===== src/rvPkg.sv =====
`default_nettype none

package rvPkg;

  // ====================
  // field widths
  // ====================
  typedef logic [31:0] instrT;   // raw instruction word
  typedef logic [6:0]  opcodeT;  // instr[6:0]
  typedef logic [4:0]  regIdxT;  // rs1 / rs2 / rd index
  typedef logic [31:0] wordT;    // data and immediates
  typedef logic [2:0]  immTypeT; // immediate layout select
  typedef logic [4:0]  aluOpT;   // execute ALU op

  // ====================
  // opcodes, RV32I base
  // ====================
  localparam opcodeT OPCODE_LOAD   = 7'b0000011;
  localparam opcodeT OPCODE_OP_IMM = 7'b0010011;
  localparam opcodeT OPCODE_AUIPC  = 7'b0010111;
  localparam opcodeT OPCODE_STORE  = 7'b0100011;
  localparam opcodeT OPCODE_RTYPE  = 7'b0110011;
  localparam opcodeT OPCODE_LUI    = 7'b0110111;
  localparam opcodeT OPCODE_BRANCH = 7'b1100011;
  localparam opcodeT OPCODE_JALR   = 7'b1100111;
  localparam opcodeT OPCODE_JAL    = 7'b1101111;

  // ====================
  // immediate types
  // ====================
  localparam immTypeT IMM_NO = 3'd0; // no immediate, imm is zero
  localparam immTypeT IMM_I  = 3'd1;
  localparam immTypeT IMM_S  = 3'd2;
  localparam immTypeT IMM_B  = 3'd3;
  localparam immTypeT IMM_U  = 3'd4;
  localparam immTypeT IMM_J  = 3'd5;

  // ====================
  // ALU operations
  // ====================
  localparam aluOpT ALU_ADD   = 5'd0;
  localparam aluOpT ALU_SUB   = 5'd1;  // also branch compare
  localparam aluOpT ALU_SLL   = 5'd2;
  localparam aluOpT ALU_SLT   = 5'd3;
  localparam aluOpT ALU_SLTU  = 5'd4;
  localparam aluOpT ALU_XOR   = 5'd5;
  localparam aluOpT ALU_SRL   = 5'd6;
  localparam aluOpT ALU_SRA   = 5'd7;
  localparam aluOpT ALU_OR    = 5'd8;
  localparam aluOpT ALU_AND   = 5'd9;
  localparam aluOpT ALU_PASSB = 5'd10; // operand b straight through, for LUI

endpackage

`default_nettype wire


===== src/pipePkg.sv =====
`default_nettype none

package pipePkg;

  // ====================
  // flow control sizing
  // ====================
  localparam int QUEUE_DEPTH = 4; // decode queue entries, fetch credit pool
  localparam int EX_CREDITS  = 2; // execute input buffer slots

  // counts 0..QUEUE_DEPTH, so also covers the execute pool
  typedef logic [2:0] creditCntT;

  // indexes one queue entry
  typedef logic [1:0] queuePtrT;

endpackage

`default_nettype wire


===== src/decoder.sv =====
`timescale 1ns/1ps
`default_nettype none

module decoder (
  input  wire rvPkg::instrT instr,     // from fetch
  output rvPkg::aluOpT      aluOperation,
  output logic              rd1Sel,    // 1: operand a is PC
  output logic              rd2Sel,    // 1: operand b is imm
  output rvPkg::immTypeT    immType,
  output logic              regWriteEn,
  output logic              instrIllegal
);

  rvPkg::opcodeT opcode;
  logic [2:0]    funct3;
  logic          bit30; // funct7 alt bit, SUB / SRA

  assign opcode = instr[6:0];
  assign funct3 = instr[14:12];
  assign bit30  = instr[30];

  // funct3 -> ALU op, alt picks SUB / SRA
  function automatic rvPkg::aluOpT funct3Alu(input logic [2:0] f3, input logic alt);
    rvPkg::aluOpT op;
    case (f3)
      3'b000:  op = alt ? rvPkg::ALU_SUB : rvPkg::ALU_ADD;
      3'b001:  op = rvPkg::ALU_SLL;
      3'b010:  op = rvPkg::ALU_SLT;
      3'b011:  op = rvPkg::ALU_SLTU;
      3'b100:  op = rvPkg::ALU_XOR;
      3'b101:  op = alt ? rvPkg::ALU_SRA : rvPkg::ALU_SRL;
      3'b110:  op = rvPkg::ALU_OR;
      default: op = rvPkg::ALU_AND;
    endcase
    return op;
  endfunction

  // ====================
  // opcode decode
  // ====================
  always_comb begin
    // defaults: legal, no imm, add, rs1 + imm, writes rd
    instrIllegal = 1'b0;
    immType      = rvPkg::IMM_NO;
    aluOperation = rvPkg::ALU_ADD;
    rd1Sel       = 1'b0;
    rd2Sel       = 1'b1;
    regWriteEn   = 1'b1;
    case (opcode)
      rvPkg::OPCODE_LOAD: begin
        immType = rvPkg::IMM_I; // address add
      end
      rvPkg::OPCODE_OP_IMM: begin
        immType      = rvPkg::IMM_I;
        // no SUBI, bit 30 only matters for SRAI
        aluOperation = funct3Alu(funct3, bit30 & (funct3 == 3'b101));
      end
      rvPkg::OPCODE_AUIPC: begin
        immType = rvPkg::IMM_U;
        rd1Sel  = 1'b1; // pc + imm
      end
      rvPkg::OPCODE_STORE: begin
        immType    = rvPkg::IMM_S;
        regWriteEn = 1'b0;
      end
      rvPkg::OPCODE_RTYPE: begin
        immType      = rvPkg::IMM_NO;
        aluOperation = funct3Alu(funct3, bit30);
        rd2Sel       = 1'b0; // rs2
      end
      rvPkg::OPCODE_LUI: begin
        immType      = rvPkg::IMM_U;
        aluOperation = rvPkg::ALU_PASSB;
      end
      rvPkg::OPCODE_BRANCH: begin
        immType      = rvPkg::IMM_B;
        aluOperation = rvPkg::ALU_SUB; // rs1 - rs2 compare
        rd2Sel       = 1'b0;
        regWriteEn   = 1'b0;
      end
      rvPkg::OPCODE_JALR: begin
        immType = rvPkg::IMM_I;
        rd1Sel  = 1'b1;
      end
      rvPkg::OPCODE_JAL: begin
        immType = rvPkg::IMM_J;
        rd1Sel  = 1'b1;
      end
      default: begin
        instrIllegal = 1'b1;
        regWriteEn   = 1'b0; // never commit an unknown op
      end
    endcase
  end

endmodule

`default_nettype wire


===== src/immGen.sv =====
`timescale 1ns/1ps
`default_nettype none

module immGen (
  input  wire rvPkg::instrT    instr,
  input  wire rvPkg::immTypeT  immType,
  output rvPkg::wordT          imm      // sign-extended from instr[31]
);

  logic sign;

  assign sign = instr[31];

  // ====================
  // layout select
  // ====================
  always_comb begin
    case (immType)
      rvPkg::IMM_I: begin
        imm = {{20{sign}}, instr[31:20]};
      end
      rvPkg::IMM_S: begin
        imm = {{20{sign}}, instr[31:25], instr[11:7]}; // split across rd slot
      end
      rvPkg::IMM_B: begin
        // bit 0 implied zero, halfword offsets
        imm = {{19{sign}}, instr[31], instr[7], instr[30:25], instr[11:8], 1'b0};
      end
      rvPkg::IMM_U: begin
        imm = {instr[31:12], 12'b0}; // upper 20, low bits zero
      end
      rvPkg::IMM_J: begin
        imm = {{11{sign}}, instr[31], instr[19:12], instr[20], instr[30:21], 1'b0};
      end
      default: begin
        imm = '0; // IMM_NO and unused codes
      end
    endcase
  end

endmodule

`default_nettype wire


===== src/regFile.sv =====
`timescale 1ns/1ps
`default_nettype none

module regFile (
  input  wire                 clk,
  input  wire                 arstN,
  input  wire rvPkg::regIdxT  rs1Idx,
  input  wire rvPkg::regIdxT  rs2Idx,
  output rvPkg::wordT         rs1Data,
  output rvPkg::wordT         rs2Data,
  input  wire                 wbEn,    // writeback port
  input  wire rvPkg::regIdxT  wbIdx,
  input  wire rvPkg::wordT    wbData
);

  // x1..x31 only, x0 has no storage
  rvPkg::wordT regs [1:31];

  // ====================
  // write port
  // ====================
  always_ff @(posedge clk or negedge arstN) begin
    if (!arstN) begin
      for (int i = 1; i < 32; i++) begin
        regs[i] <= '0;
      end
    end else if (wbEn && (wbIdx != '0)) begin // drop x0 writes
      regs[wbIdx] <= wbData;
    end
  end

  // ====================
  // read ports
  // ====================
  // combinational, old value on a same-edge write
  assign rs1Data = (rs1Idx == '0) ? '0 : regs[rs1Idx];
  assign rs2Data = (rs2Idx == '0) ? '0 : regs[rs2Idx];

endmodule

`default_nettype wire


===== src/decodeQueue.sv =====
`timescale 1ns/1ps
`default_nettype none

module decodeQueue (
  input  wire                 clk,
  input  wire                 arstN,
  input  wire                 push,          // fetch holds a credit for this
  input  wire rvPkg::instrT   pushInstr,
  input  wire rvPkg::aluOpT   pushAluOp,
  input  wire                 pushRd1Sel,
  input  wire                 pushRd2Sel,
  input  wire rvPkg::wordT    pushImm,
  input  wire                 pushRegWriteEn,
  input  wire                 pushIllegal,
  input  wire                 exCredit,      // execute freed one slot
  output logic                pop,           // head leaves this cycle
  output rvPkg::instrT        headInstr,
  output rvPkg::aluOpT        headAluOp,
  output logic                headRd1Sel,
  output logic                headRd2Sel,
  output rvPkg::wordT         headImm,
  output logic                headRegWriteEn,
  output logic                headIllegal
);

  rvPkg::instrT  instrQ  [pipePkg::QUEUE_DEPTH];
  rvPkg::aluOpT  aluOpQ  [pipePkg::QUEUE_DEPTH];
  rvPkg::wordT   immQ    [pipePkg::QUEUE_DEPTH];
  logic [3:0]    flagsQ  [pipePkg::QUEUE_DEPTH]; // rd1Sel, rd2Sel, regWriteEn, illegal

  pipePkg::queuePtrT  wrPtr, rdPtr;
  pipePkg::creditCntT count;  // entries held
  pipePkg::creditCntT exCnt;  // execute credits held

  function automatic pipePkg::queuePtrT nextPtr(input pipePkg::queuePtrT p);
    return (p == pipePkg::queuePtrT'(pipePkg::QUEUE_DEPTH - 1)) ? '0 : p + 2'd1;
  endfunction

  assign pop = (count != '0) && (exCnt != '0);

  // ====================
  // payload storage
  // ====================
  always_ff @(posedge clk) begin
    if (push) begin
      instrQ[wrPtr] <= pushInstr;
      aluOpQ[wrPtr] <= pushAluOp;
      immQ[wrPtr]   <= pushImm;
      flagsQ[wrPtr] <= {pushRd1Sel, pushRd2Sel, pushRegWriteEn, pushIllegal};
    end
  end

  // ====================
  // pointers and credits
  // ====================
  always_ff @(posedge clk or negedge arstN) begin
    if (!arstN) begin
      wrPtr <= '0;
      rdPtr <= '0;
      count <= '0;
      exCnt <= pipePkg::creditCntT'(pipePkg::EX_CREDITS); // full pool
    end else begin
      if (push) wrPtr <= nextPtr(wrPtr);
      if (pop)  rdPtr <= nextPtr(rdPtr);
      case ({push, pop})
        2'b10:   count <= count + 3'd1;
        2'b01:   count <= count - 3'd1;
        default: count <= count; // both or neither
      endcase
      case ({pop, exCredit}) // spend and return can coincide
        2'b10:   exCnt <= exCnt - 3'd1;
        2'b01:   exCnt <= exCnt + 3'd1;
        default: exCnt <= exCnt;
      endcase
    end
  end

  assign headInstr = instrQ[rdPtr];
  assign headAluOp = aluOpQ[rdPtr];
  assign headImm   = immQ[rdPtr];
  assign {headRd1Sel, headRd2Sel, headRegWriteEn, headIllegal} = flagsQ[rdPtr];

endmodule

`default_nettype wire


===== src/idStage.sv =====
`timescale 1ns/1ps
`default_nettype none

module idStage (
  input  wire                 clk,
  input  wire                 arstN,
  // fetch side
  input  wire                 instrValid,
  input  wire rvPkg::instrT   instr,
  output logic                fetchCredit,  // one per entry leaving
  // execute side
  output logic                outValid,
  output rvPkg::aluOpT        aluOperation,
  output logic                rd1Sel,
  output logic                rd2Sel,
  output logic                regWriteEn,
  output logic                instrIllegal,
  output rvPkg::wordT         imm,
  output rvPkg::wordT         rs1Data,
  output rvPkg::wordT         rs2Data,
  output rvPkg::regIdxT       rdIdx,
  input  wire                 exCredit,
  // writeback
  input  wire                 wbEn,
  input  wire rvPkg::regIdxT  wbIdx,
  input  wire rvPkg::wordT    wbData
);

  // decode of the incoming word
  rvPkg::aluOpT   decAluOp;
  logic           decRd1Sel, decRd2Sel, decRegWriteEn, decIllegal;
  rvPkg::immTypeT decImmType;
  rvPkg::wordT    decImm;

  rvPkg::instrT   headInstr; // oldest queued word, for register indices
  logic           pop;

  // ====================
  // decode
  // ====================
  decoder uDecoder (
    .instr        (instr),
    .aluOperation (decAluOp),
    .rd1Sel       (decRd1Sel),
    .rd2Sel       (decRd2Sel),
    .immType      (decImmType),
    .regWriteEn   (decRegWriteEn),
    .instrIllegal (decIllegal)
  );

  immGen uImmGen (
    .instr   (instr),
    .immType (decImmType),
    .imm     (decImm)
  );

  // ====================
  // queue and operands
  // ====================
  decodeQueue uQueue (
    .clk            (clk),
    .arstN          (arstN),
    .push           (instrValid),
    .pushInstr      (instr),
    .pushAluOp      (decAluOp),
    .pushRd1Sel     (decRd1Sel),
    .pushRd2Sel     (decRd2Sel),
    .pushImm        (decImm),
    .pushRegWriteEn (decRegWriteEn),
    .pushIllegal    (decIllegal),
    .exCredit       (exCredit),
    .pop            (pop),
    .headInstr      (headInstr),
    .headAluOp      (aluOperation),
    .headRd1Sel     (rd1Sel),
    .headRd2Sel     (rd2Sel),
    .headImm        (imm),
    .headRegWriteEn (regWriteEn),
    .headIllegal    (instrIllegal)
  );

  regFile uRegFile (
    .clk     (clk),
    .arstN   (arstN),
    .rs1Idx  (headInstr[19:15]), // read in the pop cycle
    .rs2Idx  (headInstr[24:20]),
    .rs1Data (rs1Data),
    .rs2Data (rs2Data),
    .wbEn    (wbEn),
    .wbIdx   (wbIdx),
    .wbData  (wbData)
  );

  assign outValid    = pop;
  assign fetchCredit = pop; // queue slot frees as the bundle leaves
  assign rdIdx       = headInstr[11:7];

endmodule

`default_nettype wire


===== config.mk =====
export PLATFORM = sky130hd
export DESIGN_NAME = idStage
export DESIGN_NICKNAME = d
export VERILOG_FILES = /design/src/rvPkg.sv /design/src/pipePkg.sv /design/src/decoder.sv /design/src/immGen.sv /design/src/regFile.sv /design/src/decodeQueue.sv /design/src/idStage.sv
export SDC_FILE = /design/constraint.sdc
export NUM_CORES = 2
export LEC_CHECK = 0
export BUFFER_PORTS_ARGS = -buffer_cell sky130_fd_sc_hd__buf_2
export CORE_ASPECT_RATIO = 1.1
export CORE_MARGIN = 3
export CORE_UTILIZATION = 55
export DETAILED_ROUTE_END_ITERATION = 16
export HOLD_SLACK_MARGIN = 0.1
export PLACE_DENSITY = 0.82
export SLEW_MARGIN = 20
export SYNTH_ARGS = -nofsm -noshare
export SYNTH_HDL_FRONTEND = slang
export SYNTH_HIERARCHICAL = 1
export SYNTH_SLANG_ARGS = --single-unit

===== constraint.sdc =====
create_clock -name clk -period 2.5 [get_ports clk]
set_input_delay 0.25 -clock clk [delete_from_list [all_inputs] [get_ports clk]]
set_output_delay 0.25 -clock clk [all_outputs]
set_load 0.01 [all_outputs]

==> impl_results.md <==
- Vias: 44,850
- WL/cell: 33.08 µm
- Min cycle time layout: 4.054 ns
- Startpoint types: flop
- Number of clock sinks: 1,226
- Internal power: 63,230 µW
- Final HPWL DP: 111,400 µm
- Worst setup margin: -1.554 ns
- Register-to-register setup slack: 0.16 ns
- Final net count: 4,764
- DRC violations left: 0
- Net Sw Frac: 37.90%
- Num CTS Buffers: 130
- Multi-input gate area in the final layout: 0.03008 mm²
- Final design area excluding fillers: 0.07633 mm²
- Clk_lat worst skew: 0.76 ns
- WHS: 0.1620 ns
- Area Overhead vs Synth: 21.29%
- Number of global-route vias before repair: 45,140
- Violated checks: negative setup slack
- Post-Syn Area per Cell: 14.88 µm²
- Clock power frac: 19.1%
- Gr usage total: 33.08%
- Leak pwr: 0.03258 µW
- Layout cells sized above 1: 54.85%
- Post-Synthesis Cells: 4,231
- Crit end category: output port
- Clk pin slew, worst setup/hold paths: 0.06 ns
- Antenna viol nets, final: 0
- Vias per std cell: 7.132
- Total gr overflow: 0
- Status: finished with violations
- Setup Skew: 0.01990 ns
- Switch Pwr: 38,600 µW
- Fmax: 0.2467 GHz
- CP max FO: 14
- Core Util, Final: 67.56%
- WP data required: 2.25 ns
- Row cnt: 129
- Seq. cell area: 0.03181 mm²
- Dpl cells: 5,840
- Final Power: 101,800 µW
- Slew Viols, Final: 0
- Initial antenna violation count: 11
- VDD IR max: 0.8209 mV
- Final hold viol count: 0
- Slew margin rel.: 26.99%
- H-tree levels: 4
- Root Buffer: clkbuf_16
- Crit Path Class: flop to output port
- Final period util: 162.1%
- Reg-to-Reg Start: uQueue/exCnt[1]
- Worst hold start: wbData[1]
- Chip height: 360.8 µm
- CTS tree: yes
- CP arrival: 3.80 ns
- RSZ-0062 raised after global routing: yes
- Placed cell area: 0.06787 mm²
- Worst slew pin tran: 1.068 ns
- Synthesized Nets: 4,314
- R2R cell count: 8
- Min-Delay Path Depth: 2
- Drt total wl: 208,100 µm
- Core area: 0.1130 mm²
- Hold worst-path end: uRegFile/regs[385]
- Seq pwr share: 26.7%
- I/O Buffers: 185
- Largest net degree at the start of global routing: 103
- RePlAce Congestion: 0.8693
- Initial Utilization: 55.70%
- Fill cell count: 7,035
- DIE AREA: 0.1185 mm²
- Crit path launch: uQueue/rdPtr[0]
- Max Cap Viol: 0
- Fin cells: 6,289
- Mapped Area: 0.06294 mm²
- FF-to-FF End: uQueue/count[2]
- Pwr/cell area: 1334 mW/mm²
- Comb pwr share: 54.2%
- First-pass GRT wire length: 292,500 µm
- Hold Crit Class: input port to flop
- YS warnings: 6
- Die width: 328.5 µm
- DRT iter0 DRCs: 5,856
- Maximum clock path buffer count: 3
- I/O Pins: 186
- Final setup vio count: 110
- DR pass1 iterations: 6
-- worst max-delay path: stages, from the launching register on --
cell      delay, ns
dfrtp_4        0.49
mux4_4         0.71
buf_12         0.18
buf_16         0.14
buf_4          0.14
nor2b_4        0.18
buf_12         0.22
a221oi_1       0.12
nor3_1         0.24
a21oi_2        0.08
o21ai_2        0.24
buf_4          0.15
buf_2          0.11
-- layer usage --
layer | routed length [µm] | GRT usage [%]
met5 | 41 | 0
met1 | 72160 | 42.88
met2 | 95850 | 50.66
met3 | 25510 | 9.679
met4 | 14490 | 17.68
-- power groups by stage --
stage / Clock [µW] / Sequential, µW / Combinational (µW)
4_1_cts: 19500 / 26800 / 49200
2_1_floorplan: 0 / 26200 / 28500
3_5_place_dp: 0 / 27100 / 43700
5_1_grt: 20400 / 27500 / 56800
3_3_place_gp: 0 / 26800 / 43000
6_report: 19500 / 27200 / 55200
-- repair_timing --
action | CTS | global route
hold buffers | 65 | 0
gates resized for setup | 182 | 174
cloned | 25 | 22
setup buffers | 39 | 81
pin swaps | 45 | 73
endpoints found under the hold margin | 1498 | 0
endpoints found under the setup margin | 110 | 110
-- area by class of cell --
class / count / area share (%)
antenna: 6 / 0.01967
clock buffer: 183 / 4.950
clock inverter: 45 / 0.5934
inverter: 14 / 0.07212
multi-input combinational: 2563 / 39.40
sequential: 1226 / 41.67
tap: 1506 / 2.469
timing repair buffer: 746 / 10.83
-- stage by stage --
stage | worst slack [ns] | TNS [ns]
floorplan | -0.2186 | -12.47
global placement | -0.7992 | -38.06
detailed placement | -0.8037 | -40.21
CTS | -1.495 | -101.94
global route | -1.650 | -105.38
finish | -1.554 | -96.69
-- layout by cell type (no fill, tap or decap), drive strengths merged, types with 4 or more instances in the layout --
| cell type | instances |
|---|---|
| a211o | 5 |
| a21o | 11 |
| a21oi | 113 |
| a221oi | 55 |
| a22o | 6 |
| a22oi | 16 |
| a311oi | 4 |
| a31oi | 7 |
| and2 | 12 |
| and2b | 4 |
| and3 | 5 |
| buf | 658 |
| bufinv | 6 |
| clkbuf | 203 |
| clkinv | 32 |
| dfrtp | 1001 |
| diode | 6 |
| dlygate4sd3 | 65 |
| edfxtp | 224 |
| ha | 7 |
| inv | 21 |
| mux2 | 1067 |
| mux2i | 177 |
| mux4 | 455 |
| nand2 | 212 |
| nand2b | 8 |
| nand3 | 47 |
| nand3b | 4 |
| nor2 | 69 |
| nor2b | 68 |
| nor3 | 41 |
| o211ai | 44 |
| o21ai | 57 |
| o221ai | 18 |
| o32a | 18 |
| or3 | 5 |
| xor2 | 4 |
-- worst max-delay path by stage --
stage,end,depth (start not counted)
floorplan,rs1Data[31],11
global placement,rs2Data[3],11
detailed placement,rs2Data[21],10
CTS,rs1Data[21],9
global route,rs2Data[22],12
finish,rs2Data[3],12
-- flip-flops by register name, summed over array words and instances, names as in the netlist --
register,count
uRegFile/regs,992
uQueue/immQ,128
uQueue/instrQ,60
uQueue/aluOpQ,20
uQueue/flagsQ,16
uQueue/count,3
uQueue/exCnt,3
uQueue/rdPtr,2
uQueue/wrPtr,2
No activity file was read; power rests on OpenSTA's default activity.
